$ cat src/source/acc_pkg.sv
`default_nettype none

package acc_pkg;

  // ==============================
  // sizes
  // ==============================
  localparam int n_acc = 2;
  localparam int idx_width = 1;       // bits to name an accelerator.
  localparam int addr_width = 32;
  localparam int data_width = 64;
  localparam int lane_width = 32;
  localparam int qty_width = 7;
  localparam int tag_width = 8;       // {acc index, word index}.
  localparam int conf_width = 48;
  localparam int info_width = 8;

  // response buffer inside each stream.
  localparam int resp_depth = 4;
  localparam int resp_ptr_width = 2;
  localparam int cred_width = 3;

  // conf field positions.
  localparam int conf_base_lsb = 0;
  localparam int conf_qty_lsb = 32;
  localparam int conf_idx_lsb = 40;

  // arbiter payloads, tag in the low bits.
  typedef logic [addr_width+tag_width-1:0] rd_payload_t;
  typedef logic [data_width+addr_width+tag_width-1:0] wr_payload_t;

  // one added to each lane, wrapping inside the lane.
  function automatic logic [data_width-1:0] transform(input logic [data_width-1:0] word);
    logic [data_width-1:0] result;
    for (int l = 0; l < data_width / lane_width; l++) begin
      result[l*lane_width +: lane_width] = word[l*lane_width +: lane_width] + 1'b1;
    end
    return result;
  endfunction

endpackage

`default_nettype wire

$ cat src/source/acc_conf_ctrl.sv
`timescale 1ns/1ps
`default_nettype none

module acc_conf_ctrl (
  input  logic                                             clk,
  input  logic                                             rst,
  input  logic [acc_pkg::n_acc-1:0]                        rst_accs,
  input  logic [acc_pkg::n_acc-1:0]                        start_accs,
  input  logic [1:0]                                       conf_valid,
  input  logic [acc_pkg::conf_width-1:0]                   conf,
  input  logic [acc_pkg::n_acc-1:0]                        finished,
  output logic [acc_pkg::n_acc-1:0]                        go,
  output logic [acc_pkg::n_acc-1:0][acc_pkg::addr_width-1:0] in_base,
  output logic [acc_pkg::n_acc-1:0][acc_pkg::addr_width-1:0] out_base,
  output logic [acc_pkg::n_acc-1:0][acc_pkg::qty_width-1:0]  qty,
  output logic [acc_pkg::info_width-1:0]                   info
);

  logic [acc_pkg::idx_width-1:0]  conf_sel;
  logic [acc_pkg::addr_width-1:0] conf_base;
  logic [acc_pkg::qty_width-1:0]  conf_qty;
  logic [acc_pkg::n_acc-1:0]      cfg_hit;
  logic [acc_pkg::n_acc-1:0]      start_ok;
  logic [acc_pkg::n_acc-1:0]      in_cfg;
  logic [acc_pkg::n_acc-1:0]      out_cfg;
  logic [acc_pkg::n_acc-1:0]      busy;
  logic [acc_pkg::n_acc-1:0]      done;

  assign conf_sel  = conf[acc_pkg::conf_idx_lsb +: acc_pkg::idx_width];
  assign conf_base = conf[acc_pkg::conf_base_lsb +: acc_pkg::addr_width];
  assign conf_qty  = conf[acc_pkg::conf_qty_lsb +: acc_pkg::qty_width];

  always_comb begin
    for (int i = 0; i < acc_pkg::n_acc; i++) begin
      // queues are frozen while the accelerator runs.
      cfg_hit[i]  = (conf_sel == acc_pkg::idx_width'(i)) && !busy[i];
      start_ok[i] = start_accs[i] && in_cfg[i] && out_cfg[i] && !busy[i];
    end
  end

  // ==============================
  // per accelerator state
  // ==============================
  always_ff @(posedge clk) begin
    if (rst) begin
      in_cfg  <= '0;
      out_cfg <= '0;
      busy    <= '0;
      done    <= '0;
      go      <= '0;
    end else begin
      for (int i = 0; i < acc_pkg::n_acc; i++) begin
        if (rst_accs[i]) begin
          in_cfg[i]  <= 1'b0;
          out_cfg[i] <= 1'b0;
          busy[i]    <= 1'b0;
          done[i]    <= 1'b0;
          go[i]      <= 1'b0;
        end else begin
          go[i] <= 1'b0;
          if (conf_valid[0] && cfg_hit[i]) in_cfg[i] <= 1'b1;
          if (conf_valid[1] && cfg_hit[i]) out_cfg[i] <= 1'b1;
          if (start_ok[i]) begin
            go[i]   <= 1'b1;
            busy[i] <= 1'b1;
            done[i] <= 1'b0;  // cleared by the new run.
          end else if (finished[i]) begin
            busy[i] <= 1'b0;
            done[i] <= 1'b1;
          end
        end
      end
    end
  end

  always_ff @(posedge clk) begin
    for (int i = 0; i < acc_pkg::n_acc; i++) begin
      if (conf_valid[0] && cfg_hit[i]) begin
        in_base[i] <= conf_base;
        qty[i]     <= conf_qty;   // input queue sets the length.
      end
      if (conf_valid[1] && cfg_hit[i]) out_base[i] <= conf_base;
    end
  end

  // status word.
  assign info = {{(acc_pkg::info_width - 2 * acc_pkg::n_acc){1'b0}}, done, busy};

endmodule

`default_nettype wire

$ cat src/source/acc_stream.sv
`timescale 1ns/1ps
`default_nettype none

module acc_stream (
  input  logic                           clk,
  input  logic                           rst,
  input  logic [acc_pkg::idx_width-1:0]  acc_idx,
  input  logic                           go,
  input  logic [acc_pkg::addr_width-1:0] in_base,
  input  logic [acc_pkg::addr_width-1:0] out_base,
  input  logic [acc_pkg::qty_width-1:0]  qty,
  output logic                           rd_req,
  output logic [acc_pkg::addr_width-1:0] rd_addr,
  output logic [acc_pkg::tag_width-1:0]  rd_tag,
  input  logic                           rd_grant,
  input  logic                           resp_rd_valid,
  input  logic [acc_pkg::data_width-1:0] resp_rd_data,
  input  logic [acc_pkg::tag_width-1:0]  resp_rd_mdata,
  output logic                           wr_req,
  output logic [acc_pkg::addr_width-1:0] wr_addr,
  output logic [acc_pkg::data_width-1:0] wr_data,
  output logic [acc_pkg::tag_width-1:0]  wr_tag,
  input  logic                           wr_grant,
  input  logic                           resp_wr_valid,
  input  logic [acc_pkg::tag_width-1:0]  resp_wr_mdata,
  output logic                           finished
);

  localparam int tag_top = acc_pkg::tag_width - 1;

  logic                              running;
  logic [acc_pkg::qty_width-1:0]     rd_cnt;
  logic [acc_pkg::qty_width-1:0]     ack_cnt;
  logic [acc_pkg::cred_width-1:0]    credits;   // free response slots not yet promised.
  logic [acc_pkg::resp_ptr_width:0]  head;
  logic [acc_pkg::resp_ptr_width:0]  tail;
  logic [acc_pkg::data_width-1:0]    resp_data_q [acc_pkg::resp_depth];
  logic [acc_pkg::qty_width-1:0]     resp_idx_q [acc_pkg::resp_depth];
  logic [acc_pkg::qty_width-1:0]     head_idx;
  logic                              rd_hit;
  logic                              wr_hit;
  logic                              rd_fire;
  logic                              wr_fire;

  // keep only traffic tagged with our index.
  assign rd_hit = running && resp_rd_valid && (resp_rd_mdata[tag_top -: acc_pkg::idx_width] == acc_idx);
  assign wr_hit = running && resp_wr_valid && (resp_wr_mdata[tag_top -: acc_pkg::idx_width] == acc_idx);

  // ==============================
  // read side
  // ==============================
  assign rd_req  = running && (rd_cnt != qty) && (credits != '0);
  assign rd_addr = in_base + acc_pkg::addr_width'(rd_cnt);
  assign rd_tag  = {acc_idx, rd_cnt};
  assign rd_fire = rd_req && rd_grant;

  // ==============================
  // write side
  // ==============================
  assign head_idx = resp_idx_q[head[acc_pkg::resp_ptr_width-1:0]];
  assign wr_req   = (head != tail);
  assign wr_addr  = out_base + acc_pkg::addr_width'(head_idx);
  assign wr_data  = resp_data_q[head[acc_pkg::resp_ptr_width-1:0]];
  assign wr_tag   = {acc_idx, head_idx};
  assign wr_fire  = wr_req && wr_grant;

  always_ff @(posedge clk) begin
    if (rst) begin
      running  <= 1'b0;
      rd_cnt   <= '0;
      ack_cnt  <= '0;
      credits  <= acc_pkg::cred_width'(acc_pkg::resp_depth);
      head     <= '0;
      tail     <= '0;
      finished <= 1'b0;
    end else begin
      finished <= 1'b0;
      if (go) begin
        rd_cnt   <= '0;
        ack_cnt  <= '0;
        running  <= (qty != '0);
        finished <= (qty == '0);  // empty queue ends at once.
      end else begin
        if (rd_fire) rd_cnt <= rd_cnt + 1'b1;
        if (rd_hit) tail <= tail + 1'b1;
        if (wr_fire) head <= head + 1'b1;
        case ({rd_fire, wr_fire})
          2'b10:   credits <= credits - 1'b1;
          2'b01:   credits <= credits + 1'b1;
          default: credits <= credits;
        endcase
        if (wr_hit) begin
          ack_cnt <= ack_cnt + 1'b1;
          if (ack_cnt == qty - 1'b1) begin
            running  <= 1'b0;
            finished <= 1'b1;
          end
        end
      end
    end
  end

  // responses are stored already transformed.
  always_ff @(posedge clk) begin
    if (rd_hit) begin
      resp_data_q[tail[acc_pkg::resp_ptr_width-1:0]] <= acc_pkg::transform(resp_rd_data);
      resp_idx_q[tail[acc_pkg::resp_ptr_width-1:0]]  <= resp_rd_mdata[acc_pkg::qty_width-1:0];
    end
  end

endmodule

`default_nettype wire

$ cat src/source/req_arbiter.sv
`timescale 1ns/1ps
`default_nettype none

module req_arbiter #(
  parameter type payload_t = acc_pkg::rd_payload_t
) (
  input  logic                                clk,
  input  logic                                rst,
  input  logic [acc_pkg::n_acc-1:0]           req,
  input  payload_t [acc_pkg::n_acc-1:0]       payload,
  input  logic                                available,
  output logic [acc_pkg::n_acc-1:0]           grant,
  output logic                                out_en,
  output payload_t                            out_payload
);

  logic [acc_pkg::idx_width-1:0] last;   // last winner.
  logic [acc_pkg::idx_width-1:0] win;
  logic [acc_pkg::idx_width-1:0] cand;
  logic                          found;

  // ==============================
  // round-robin choice
  // ==============================
  always_comb begin
    grant = '0;
    win   = last;
    found = 1'b0;
    cand  = last;
    // start one past the last winner.
    for (int k = 1; k <= acc_pkg::n_acc; k++) begin
      cand = acc_pkg::idx_width'((int'(last) + k) % acc_pkg::n_acc);
      if (!found && req[cand]) begin
        found = 1'b1;
        win   = cand;
      end
    end
    if (available && found) grant[win] = 1'b1;
  end

  // ==============================
  // port register
  // ==============================
  always_ff @(posedge clk) begin
    if (rst) begin
      out_en <= 1'b0;
      last   <= '0;
    end else begin
      out_en <= |grant;
      if (|grant) last <= win;
    end
  end

  always_ff @(posedge clk) begin
    if (|grant) out_payload <= payload[win];  // held until the next grant.
  end

endmodule

`default_nettype wire

$ cat src/source/acc_management.sv
`timescale 1ns/1ps
`default_nettype none

module acc_management (
  input  logic                            clk,
  input  logic                            rst,
  input  logic [acc_pkg::n_acc-1:0]       rst_accs,
  input  logic [acc_pkg::n_acc-1:0]       start_accs,
  input  logic [1:0]                      conf_valid,
  input  logic [acc_pkg::conf_width-1:0]  conf,
  output logic                            req_rd_en,
  output logic [acc_pkg::addr_width-1:0]  req_rd_addr,
  output logic [acc_pkg::tag_width-1:0]   req_rd_mdata,
  input  logic                            req_rd_available,
  input  logic                            resp_rd_valid,
  input  logic [acc_pkg::data_width-1:0]  resp_rd_data,
  input  logic [acc_pkg::tag_width-1:0]   resp_rd_mdata,
  output logic                            req_wr_en,
  output logic [acc_pkg::addr_width-1:0]  req_wr_addr,
  output logic [acc_pkg::tag_width-1:0]   req_wr_mdata,
  output logic [acc_pkg::data_width-1:0]  req_wr_data,
  input  logic                            req_wr_available,
  input  logic                            resp_wr_valid,
  input  logic [acc_pkg::tag_width-1:0]   resp_wr_mdata,
  output logic [acc_pkg::info_width-1:0]  info
);

  logic [acc_pkg::n_acc-1:0]                         go;
  logic [acc_pkg::n_acc-1:0]                         finished;
  logic [acc_pkg::n_acc-1:0][acc_pkg::addr_width-1:0] in_base;
  logic [acc_pkg::n_acc-1:0][acc_pkg::addr_width-1:0] out_base;
  logic [acc_pkg::n_acc-1:0][acc_pkg::qty_width-1:0]  qty;
  logic [acc_pkg::n_acc-1:0]                         rd_req;
  logic [acc_pkg::n_acc-1:0]                         rd_grant;
  logic [acc_pkg::n_acc-1:0][acc_pkg::addr_width-1:0] rd_addr;
  logic [acc_pkg::n_acc-1:0][acc_pkg::tag_width-1:0]  rd_tag;
  logic [acc_pkg::n_acc-1:0]                         wr_req;
  logic [acc_pkg::n_acc-1:0]                         wr_grant;
  logic [acc_pkg::n_acc-1:0][acc_pkg::addr_width-1:0] wr_addr;
  logic [acc_pkg::n_acc-1:0][acc_pkg::data_width-1:0] wr_data;
  logic [acc_pkg::n_acc-1:0][acc_pkg::tag_width-1:0]  wr_tag;
  acc_pkg::rd_payload_t [acc_pkg::n_acc-1:0]          rd_payload;
  acc_pkg::wr_payload_t [acc_pkg::n_acc-1:0]          wr_payload;
  acc_pkg::rd_payload_t                              rd_out;
  acc_pkg::wr_payload_t                              wr_out;

  acc_conf_ctrl u_acc_conf_ctrl (
    .clk        (clk),
    .rst        (rst),
    .rst_accs   (rst_accs),
    .start_accs (start_accs),
    .conf_valid (conf_valid),
    .conf       (conf),
    .finished   (finished),
    .go         (go),
    .in_base    (in_base),
    .out_base   (out_base),
    .qty        (qty),
    .info       (info)
  );

  // ==============================
  // accelerators
  // ==============================
  for (genvar i = 0; i < acc_pkg::n_acc; i++) begin : g_acc
    acc_stream u_acc_stream (
      .clk           (clk),
      .rst           (rst | rst_accs[i]),  // soft reset per accelerator.
      .acc_idx       (acc_pkg::idx_width'(i)),
      .go            (go[i]),
      .in_base       (in_base[i]),
      .out_base      (out_base[i]),
      .qty           (qty[i]),
      .rd_req        (rd_req[i]),
      .rd_addr       (rd_addr[i]),
      .rd_tag        (rd_tag[i]),
      .rd_grant      (rd_grant[i]),
      .resp_rd_valid (resp_rd_valid),
      .resp_rd_data  (resp_rd_data),
      .resp_rd_mdata (resp_rd_mdata),
      .wr_req        (wr_req[i]),
      .wr_addr       (wr_addr[i]),
      .wr_data       (wr_data[i]),
      .wr_tag        (wr_tag[i]),
      .wr_grant      (wr_grant[i]),
      .resp_wr_valid (resp_wr_valid),
      .resp_wr_mdata (resp_wr_mdata),
      .finished      (finished[i])
    );
    assign rd_payload[i] = {rd_addr[i], rd_tag[i]};
    assign wr_payload[i] = {wr_data[i], wr_addr[i], wr_tag[i]};
  end

  // ==============================
  // memory ports
  // ==============================
  req_arbiter #(.payload_t(acc_pkg::rd_payload_t)) u_rd_arb (
    .clk         (clk),
    .rst         (rst),
    .req         (rd_req),
    .payload     (rd_payload),
    .available   (req_rd_available),
    .grant       (rd_grant),
    .out_en      (req_rd_en),
    .out_payload (rd_out)
  );

  req_arbiter #(.payload_t(acc_pkg::wr_payload_t)) u_wr_arb (
    .clk         (clk),
    .rst         (rst),
    .req         (wr_req),
    .payload     (wr_payload),
    .available   (req_wr_available),
    .grant       (wr_grant),
    .out_en      (req_wr_en),
    .out_payload (wr_out)
  );

  assign req_rd_mdata = rd_out[acc_pkg::tag_width-1:0];
  assign req_rd_addr  = rd_out[acc_pkg::tag_width +: acc_pkg::addr_width];
  assign req_wr_mdata = wr_out[acc_pkg::tag_width-1:0];
  assign req_wr_addr  = wr_out[acc_pkg::tag_width +: acc_pkg::addr_width];
  assign req_wr_data  = wr_out[acc_pkg::tag_width + acc_pkg::addr_width +: acc_pkg::data_width];

endmodule

`default_nettype wire

$ cat config.mk
export PLATFORM = sky130hd
export DESIGN_NAME = acc_management
export DESIGN_NICKNAME = d
export VERILOG_FILES = /design/src/source/acc_pkg.sv /design/src/source/acc_conf_ctrl.sv /design/src/source/acc_stream.sv /design/src/source/req_arbiter.sv /design/src/source/acc_management.sv
export SDC_FILE = /design/constraint.sdc
export NUM_CORES = 1
export LEC_CHECK = 0
export BUFFER_PORTS_ARGS = -buffer_cell sky130_fd_sc_hd__buf_2
export CAP_MARGIN = 20
export CORE_AREA = 2 2 260 390
export DETAILED_ROUTE_END_ITERATION = 6
export DIE_AREA = 0 0 262 392
export PLACE_DENSITY = 0.63
export SYNTH_ARGS = -nofsm -noshare
export SYNTH_HDL_FRONTEND = slang
export SYNTH_SLANG_ARGS = --single-unit
$ cat constraint.sdc
create_clock -name clk -period 10.9 [get_ports clk]
set_input_delay 2.18 -clock clk [delete_from_list [all_inputs] [get_ports clk]]
set_output_delay 2.18 -clock clk [all_outputs]
set_load 0.02 [all_outputs]
# Yosys cells after proc, flatten, opt, wreduce, memory -nomap -nowiden
# Memory sizes are Yosys's and may differ from the RTL's. A register that Yosys moved wholly into a read port is not among the register bits.
# Index checks and enable logic that the tools add are counted.
# Widths: inputs -> output; s select.
op_classes:
  n_eq_ne: 10
  n_reduce_logical: 68
  addsub: 24
  bitwise: 7
  mux: 58
  n_lt_le_gt_ge: 8
op_table:
  columns: ["cell", "count"]
  rows:
  - ["$mux 104", 2]
  - ["$add 32x7->32", 4]
  - ["$mux 40", 2]
  - ["$add 32x1->32 const B", 2]
  - ["$mux 1", 40]
  - ["$logic_and 1x1->1", 34]
  - ["$add 7x1->7 const B", 4]
  - ["$mux 2", 10]
  - ["$add 3x1->3 const B", 6]
  - ["$reduce_and 2->1", 8]
  - ["$reduce_bool 2->1", 8]
  - ["$eq 7x7->1", 2]
  - ["$logic_not 7->1", 2]
  - ["$ne 7x7->1", 2]
  - ["$reduce_bool 7->1", 2]
  - ["$sub 7x1->7 const B", 2]
  - ["$lt 1x2->1 const B", 6]
  - ["$pmux 3 s2", 2]
  - ["$reduce_or 2->1", 6]
  - ["$ne 3x3->1", 2]
  - ["$reduce_bool 3->1", 2]
  - ["$reduce_or 3->1", 2]
  - ["$sub 3x1->3 const B", 2]
  - ["$not 1->1", 5]
  - ["7 further kinds", 18]
word_totals:
  memories: 4
  ram_bits: 568
  regBits: 350
  elab_cells: 215
mem_list:
  columns: ["memory", "depth", "word_bits", "read_ports", "rd_clocked_by_memory_dff", "write_ports", "line", "source"]
  rows:
  - ["g_acc[0].u_acc_stream.resp_data_q", 4, 64, 1, 1, 1, "acc_stream.sv:37", "logic [acc_pkg::data_width-1:0] resp_data_q [acc_pkg::resp_depth];"]
  - ["g_acc[1].u_acc_stream.resp_data_q", 4, 64, 1, 1, 1, "acc_stream.sv:37", null]
  - ["g_acc[0].u_acc_stream.resp_idx_q", 4, 7, 1, 1, 1, "acc_stream.sv:38", "logic [acc_pkg::qty_width-1:0] resp_idx_q [acc_pkg::resp_depth];"]
  - ["g_acc[1].u_acc_stream.resp_idx_q", 4, 7, 1, 1, 1, "acc_stream.sv:38", null]

# Logic depth before layout (Yosys ltp)
# Gate-level depths: netlist (run 1).
logic_depth:
  ltp_word: 18
  mapped_depth: 13
  mapped_depth_nobuf: 11

# Modules after synthesis
# From an unflattened synthesis (run 1), not the netlist that was laid out.
hier_totals:
  cells_unflattened: 2422
  hier_area_um2: 40149.8
modules_own_cells:
  columns: ["mod", "area_per_inst_um2", "cells_each", "n_inst"]
  rows:
  - ["acc_stream (g_acc[1].u_acc_stream)", 14641.5, 959, 1]
  - ["acc_stream (g_acc[0].u_acc_stream)", 14536.4, 953, 1]
  - ["acc_conf_ctrl", 4668.2, 177, 1]
  - ["req_arbiter (u_wr_arb)", 4488.1, 232, 1]
  - ["req_arbiter (u_rd_arb)", 1795.5, 97, 1]
  - ["acc_management", 20.0, 4, 1]

# Least setup slack after synthesis (run 1)
# OpenSTA, ideal clock, no wires.
synth_path:
  path_kind: "input port to flip-flop"
  from: "input port conf[40] in the netlist's numbering"
  to: "register u_acc_conf_ctrl.in_base[0] in the netlist's numbering, enable pin"
  path_slack_ns: 5.298
  setup_ns: 0.495
  arrival_ns: 5.107
  stages: 1
  cell_sequence: "nor3b_1"
synth_via:
  elab_chain_len: 3
synth_lines:
  columns: ["element", "line", "source"]
  rows:
  - ["from (decl)", "acc_management.sv:10", "input logic [acc_pkg::conf_width-1:0] conf,"]
  - ["$not 1->1", "acc_conf_ctrl.sv:36", "cfg_hit[i] = (conf_sel == acc_pkg::idx_width'(i)) && !busy[i];"]
  - ["$logic_and 1x1->1", "acc_conf_ctrl.sv:36", null]
  - ["$logic_and 1x1->1", "acc_conf_ctrl.sv:78", "if (conf_valid[0] && cfg_hit[i]) begin"]
  - ["to (signal, indexed assignment)", "acc_conf_ctrl.sv:79", "in_base[i] <= conf_base;"]
  - ["to (decl)", "acc_conf_ctrl.sv:13", "output logic [acc_pkg::n_acc-1:0][acc_pkg::addr_width-1:0] in_base,"]
# Every way passes these cells.
# A chain may end at the register's enable or synchronous reset.

==> reports/results.ini, run 1 <==
[final_layout]
layout_commonest_cell=edfxtp_1
layout_common_cells=edfxtp_1 (854), buf_2 (274), mux4_2 (142)
multiInputGateArea_sq_mm=0.0110
design_area_sq_mm=0.0448
area_delta_synth_final_pct=16.4
post_layout_nonfiller_instances=3927
nets=2736
fin_util_pct=45.0
fill_cells=8648
final_layout_size_suffix_gt1_share_pct=27.2
ff_latch_area_sq_mm=0.0270

[timing]
fmax_ghz=0.238
rsz0062_at_grt=no
whs_ns=0.475
worst_pin_slew_ns=1.10
max_slew_margin_pct=26.6
final_max_slew_viol_count=0
skew_ns=0.0463
tns_ns=0
finalCriticalPeriod_ns=4.20
period_share_pct=38.5
final_hold_viol_count=0
final-setup-viol-count=0

[worst_setup_path]
rr_endpoint=u_wr_arb.out_payload[34]
crit_path_max_fanout=42
worstSetupStartpointType=flip-flop
worst-setup-path-type=flip-flop to flip-flop
crit_path_end_kind=flip-flop
crit_end=u_wr_arb.out_payload[34]
worst-r2r-cell-count=9
critPathArrivalTime_ns=4.60
r2r_setup_slack_ns=6.70
cp_data_required_time_ns=11.30

[clock_tree]
cts_max_level=3
clk_pin_slew_ns=0.06
cts_root_buffer=clkbuf_16
post_cts_buffers=0
cts_hold_buffers=0
numCtsBuffers=90
cts_resized=0
clk_latency_ns=0.72
cts_buffer_depth=3
cts_tree=yes
clock-sinks=922

[floorplan]
row_count=142
start_util_pct=38.7
dieArea_sq_mm=0.103
die_height_microns=392
die_x_microns=262
core_sq_mm=0.0995
io_pins=294

[placement]
portBuffers=274
place_inst=3746
place.gp.congestion=0.891
place_area_sq_mm=0.0413
dp_hpwl_microns=57600

[global_route]
grt_remaining_overflow=0
grt_first_pass_wirelength_microns=137000
antenna_found_initial=28
grt_use_total_pct=18.0
grt_pass1_vias=21700
grt_max_degree=61

[drt]
drt_iter0_drc=1549
drc=0
vias=20800
ant_nets=0
wire_per_inst_microns=23.5
viasPerCell=5.30
wl_microns=92100
drtPass1Iterations=5

[power]
leakage_nw=15.0
peakVddDrop_mv=0.145
p_per_area_mw_per_mm2=170

[synthesis]
avgSynthCellArea_sq_um=17.3
yosysWarnings=0
yosysUniqueCellTypes=74
synthTopCellsByArea=edfxtp_1 (67%), mux4_2 (8.3%), dfxtp_1 (3.5%)
ys_seq_elements=922
synth_top_cell_by_area=edfxtp_1
async_flop_share_pct=0
synth_edf_count=854
netlist_area_sq_mm=0.0385
synth_ff_type=edfxtp_1
netlist.area_leader.share_pct=66.7
netlist_instances=2223
seq_area_frac_synth_pct=70.2

[status]
outcome=finished, final reports clean

[run]
maxCapViolations=0

[hold_path]
hold_path_class=flip-flop to flip-flop

cells by family (layout without fill, tap and decap cells):
kind of cell | Yosys count | count (layout) | synth area share [%]
flip-flops | 922 | 922 | 70.2
AND/OR/NAND/NOR | 480 | 480 | 6.59
multiplexers | 274 | 274 | 12.0
XOR/XNOR | 242 | 242 | 5.51
AO/OA/AOI/OAI | 136 | 136 | 2.42
buffers and inverters | 114 | 506 | 1.36
adder cells (fa/ha/maj) | 54 | 54 | 1.87
other | 1 | 17 | 0.00975
cell usage after synthesis, types with 6 or more instances:
cell type  number
a211o_1         7
a211oi_1        6
a21o_1          7
a21oi_1        41
and2_1         19
and3_1         36
and4_1         24
buf_1           8
buf_2          21
clkbuf_1       37
dfxtp_1        68
edfxtp_1      854
fa_1            6
ha_1           48
inv_1          35
mux2_2         75
mux2i_1        55
mux4_2        142
nand2_1        86
nand2b_1        9
nand3_1        67
nand4_1        47
nor2_1        105
nor2b_1         8
nor3_1         24
nor3b_1         8
nor4_1         17
o21a_1          6
o21ai_0        29
or2_2           6
xnor2_1       137
xor2_1        105
report_power, final:
part / internal [W] / switching (W)
combinational: 0.0000566 / 0.000109
clock: 0.00210 / 0.00142
sequential: 0.00389 / 0.0000197
total: 0.00604 / 0.00155
metal layers:
layer,part of all wire [%],up-vias,track usage (%)
met1,40,10700,22.0
met5,0.11,-,0
met3,6.7,134,4.05
li1,-,9348,-
met2,51,615,31.5
met4,2.5,18,6.04
flip-flops by register name (all words and copies together), names as in the netlist, named ones only:
| signal | count |
|---|---|
| g_acc.u_acc_stream.head | 6 |
| u_rd_arb.last | 1 |
| g_acc.u_acc_stream.resp_idx_q | 56 |
| u_acc_conf_ctrl.out_cfg | 2 |
| u_acc_conf_ctrl.in_base | 64 |
| u_rd_arb.out_payload | 40 |
| u_wr_arb.out_payload | 104 |
| u_acc_conf_ctrl.out_base | 64 |
| g_acc.u_acc_stream.rd_cnt | 14 |
| u_wr_arb.out_en | 1 |
| u_acc_conf_ctrl.go | 2 |
| g_acc.u_acc_stream.ack_cnt | 14 |
| u_rd_arb.out_en | 1 |
| u_acc_conf_ctrl.busy | 2 |
| g_acc.u_acc_stream.resp_data_q | 512 |
| g_acc.u_acc_stream.finished | 2 |
| u_acc_conf_ctrl.in_cfg | 2 |
| g_acc.u_acc_stream.tail | 6 |
| g_acc.u_acc_stream.running | 2 |
| u_wr_arb.last | 1 |
| u_acc_conf_ctrl.qty | 14 |
| u_acc_conf_ctrl.done | 2 |
| g_acc.u_acc_stream.credits | 6 |
layout make-up:
type | count | area share [%]
inverters | 37 | 0.316
well taps | 1296 | 3.62
multi-input cells | 1190 | 24.5
repair buffers | 301 | 3.51
clock inverters | 64 | 2.36
diodes | 13 | 0.0726
clock buffers | 104 | 5.24
flip-flops and latches | 922 | 60.3
metrics by stage:
stage               total power, W  setup WS (ns)
finish                     0.00759           6.70
global route               0.00781           6.38
CTS                        0.00766           6.57
detailed placement         0.00415           6.25
global placement           0.00414           6.36
floorplan                  0.00407           5.30
critical path: stages (launching register included):
cell and delay [ns]:
dfxtp_4 0.33, buf_4 0.72, mux4_2 0.63, ha_1 0.40, a211oi_1 0.14, o311a_1 0.40
nor2_1 0.73, nand4_1 0.21, xor2_1 0.23, mux2i_1 0.11
worst min-delay path by stage:
| stage | start | end | slack (ns) | cells after the start |
|---|---|---|---|---|
| 2_1_floorplan | u_acc_conf_ctrl.in_cfg[0] | u_acc_conf_ctrl.in_cfg[0] | 0.44 | 2 |
| 3_3_place_gp | g_acc[0].u_acc_stream.finished | u_acc_conf_ctrl.done[0] | 0.45 | 1 |
| 3_5_place_dp | g_acc[0].u_acc_stream.finished | u_acc_conf_ctrl.done[0] | 0.46 | 1 |
| 4_1_cts | g_acc[0].u_acc_stream.finished | u_acc_conf_ctrl.done[0] | 0.48 | 1 |
| 5_1_grt | g_acc[0].u_acc_stream.finished | u_acc_conf_ctrl.done[0] | 0.50 | 1 |
| 6_report | g_acc[0].u_acc_stream.finished | u_acc_conf_ctrl.done[0] | 0.47 | 1 |
No activity file was read; power rests on OpenSTA's default activity.
==> inputs of run 2 (changes only) <==
--- a/config.mk
+++ b/config.mk
@@ -10,7 +10,7 @@
 export CORE_AREA = 2 2 260 390
 export DETAILED_ROUTE_END_ITERATION = 6
 export DIE_AREA = 0 0 262 392
-export PLACE_DENSITY = 0.63
+export PLACE_DENSITY = 0.66
 export SYNTH_ARGS = -nofsm -noshare
 export SYNTH_HDL_FRONTEND = slang
 export SYNTH_SLANG_ARGS = --single-unit
==> constraint.sdc (replaced) <==
create_clock -name clk -period 3.7 [get_ports clk]
set_input_delay 0.74 -clock clk [delete_from_list [all_inputs] [get_ports clk]]
set_output_delay 0.74 -clock clk [all_outputs]
set_load 0.02 [all_outputs]
==> run 2 against run 1 <==
Sequential cell count unchanged. Via count is 0.74% higher. Die area unchanged. Largest cell class unchanged.
==> reports/results.ini, run 2 (synthesis results as in run 1) <==
[floorplan]
row_count=142
die_x_microns=262
start_util_pct=38.7
io_pins=294
die_height_microns=392
dieArea_sq_mm=0.103
core_sq_mm=0.0995

[power]
leakage_nw=14.9
p_per_area_mw_per_mm2=473
peakVddDrop_mv=0.379

[timing]
timing.final.ws_setup_ns=0.260
worst_pin_slew_ns=1.02
tns_ns=0
final-setup-viol-count=0
final_max_slew_viol_count=0
final_hold_viol_count=0
whs_ns=0.251
max_slew_margin_pct=30.8
period_share_pct=93.0
skew_ns=0.0494
finalCriticalPeriod_ns=3.44
rsz0062_at_grt=no
fmax_ghz=0.291

[clock_tree]
cts_buffer_depth=3
clock-sinks=922
cts_tree=yes
cts_max_level=3
clk_pin_slew_ns=0.06
post_cts_buffers=0
clk_latency_ns=0.68
cts_root_buffer=clkbuf_16
numCtsBuffers=90

[worst_setup_path]
worst-setup-path-type=flip-flop to flip-flop
crit_path_end_kind=flip-flop
rr_endpoint=u_wr_arb.out_payload[32]
worstSetupStartpointType=flip-flop
critPathArrivalTime_ns=3.85
crit_path_max_fanout=10
r2r_setup_slack_ns=0.26
crit_end=u_wr_arb.out_payload[32]
cp_data_required_time_ns=4.11
worst-r2r-cell-count=9

[drt]
vias=21000
drt_iter0_drc=1561
ant_nets=0
wire_per_inst_microns=23.1
drtPass1Iterations=5
drc=0
wl_microns=91000
viasPerCell=5.32

[global_route]
grt_use_total_pct=17.7
grt_max_degree=105
antenna_found_initial=18
grt_first_pass_wirelength_microns=135000
grt_pass1_vias=21900
grt_remaining_overflow=0

[final_layout]
final_layout_size_suffix_gt1_share_pct=27.4
area_delta_synth_final_pct=15.9
nets=2755
layout_commonest_cell=edfxtp_1
ff_latch_area_sq_mm=0.0270
post_layout_nonfiller_instances=3941
largest_reg_flops=512
multiInputGateArea_sq_mm=0.0110
fill_cells=8620
layout_common_cells=edfxtp_1 (854), buf_2 (274), mux4_2 (142)

[placement]
preCtsSetupSlack_ns=0.202
place_inst=3765
dp_hpwl_microns=58100
portBuffers=274
place.gp.congestion=0.892

[run]
maxCapViolations=0

[status]
outcome=finished, final reports clean

[hold_path]
hold_path_class=primary input to flip-flop
hp-start=conf[38]

-- run 2: changes by cell type in the layout (fill, tap and decap cells not counted), sizes merged --
cell and delta:
inv +3, buf +19, clkbuf +1, bufinv -16, diode -4, clkinv +11
-- run 2: worst min path at each step --
stage,endpoint,slack (ns),depth (start not counted)
3_5_place_dp,u_acc_conf_ctrl.done[0],0.47,1
6_report,u_acc_conf_ctrl.qty[13],0.25,1
2_1_floorplan,u_acc_conf_ctrl.in_cfg[0],0.44,2
4_1_cts,u_acc_conf_ctrl.qty[13],0.20,1
3_3_place_gp,u_acc_conf_ctrl.in_cfg[0],0.45,2
5_1_grt,u_acc_conf_ctrl.qty[13],0.22,1
-- run 2: stage by stage --
step,utilization (%),cell area [sq um],total power (W)
6_report,44.8,44600,0.0211
5_1_grt,44.8,44500,0.0217
4_1_cts,44.8,44500,0.0213
3_5_place_dp,41.8,41600,0.0122
3_3_place_gp,41.8,41600,0.0122
2_1_floorplan,-,38500,0.0120
-- run 2: worst max-delay path, stage by stage, from the launching register on --
cell and delay, ns:
dfxtp_4 0.45, mux4_2 0.54, ha_1 0.26, fa_1 0.45, a211oi_1 0.28, o21ai_0 0.27, o21a_1 0.43, nand4_1 0.21
xor2_1 0.18, mux2i_1 0.09
-- run 2: layout make-up --
class | count | area share (%)
flip-flops and latches | 922 | 60.6
well taps | 1296 | 3.64
repair buffers | 320 | 4.11
diodes | 9 | 0.0505
inverters | 37 | 0.317
clock inverters | 62 | 1.40
clock buffers | 105 | 5.18
multi-input cells | 1190 | 24.7
-- run 2: power by group --
part,total [W],switching (W),internal (W)
clock,0.00906,0.00408,0.00498
sequential,0.0115,0.0000592,0.0114
combinational,0.000492,0.000323,0.000169
-- run 2: per-layer routing --
metal / global-route usage [%] / vias up / part of all wire (%)
li1: - / 9383 / -
met3: 4.62 / 152 / 7.3
met5: 0 / - / 0.093
met1: 20.5 / 10800 / 38
met2: 31.7 / 642 / 52
met4: 5.41 / 14 / 2.3
-- run 2: what timing repair did --
action                     CTS  global route
hold buffers                 0             0
resized for setup            0             1
setup endpoints to repair    0             1
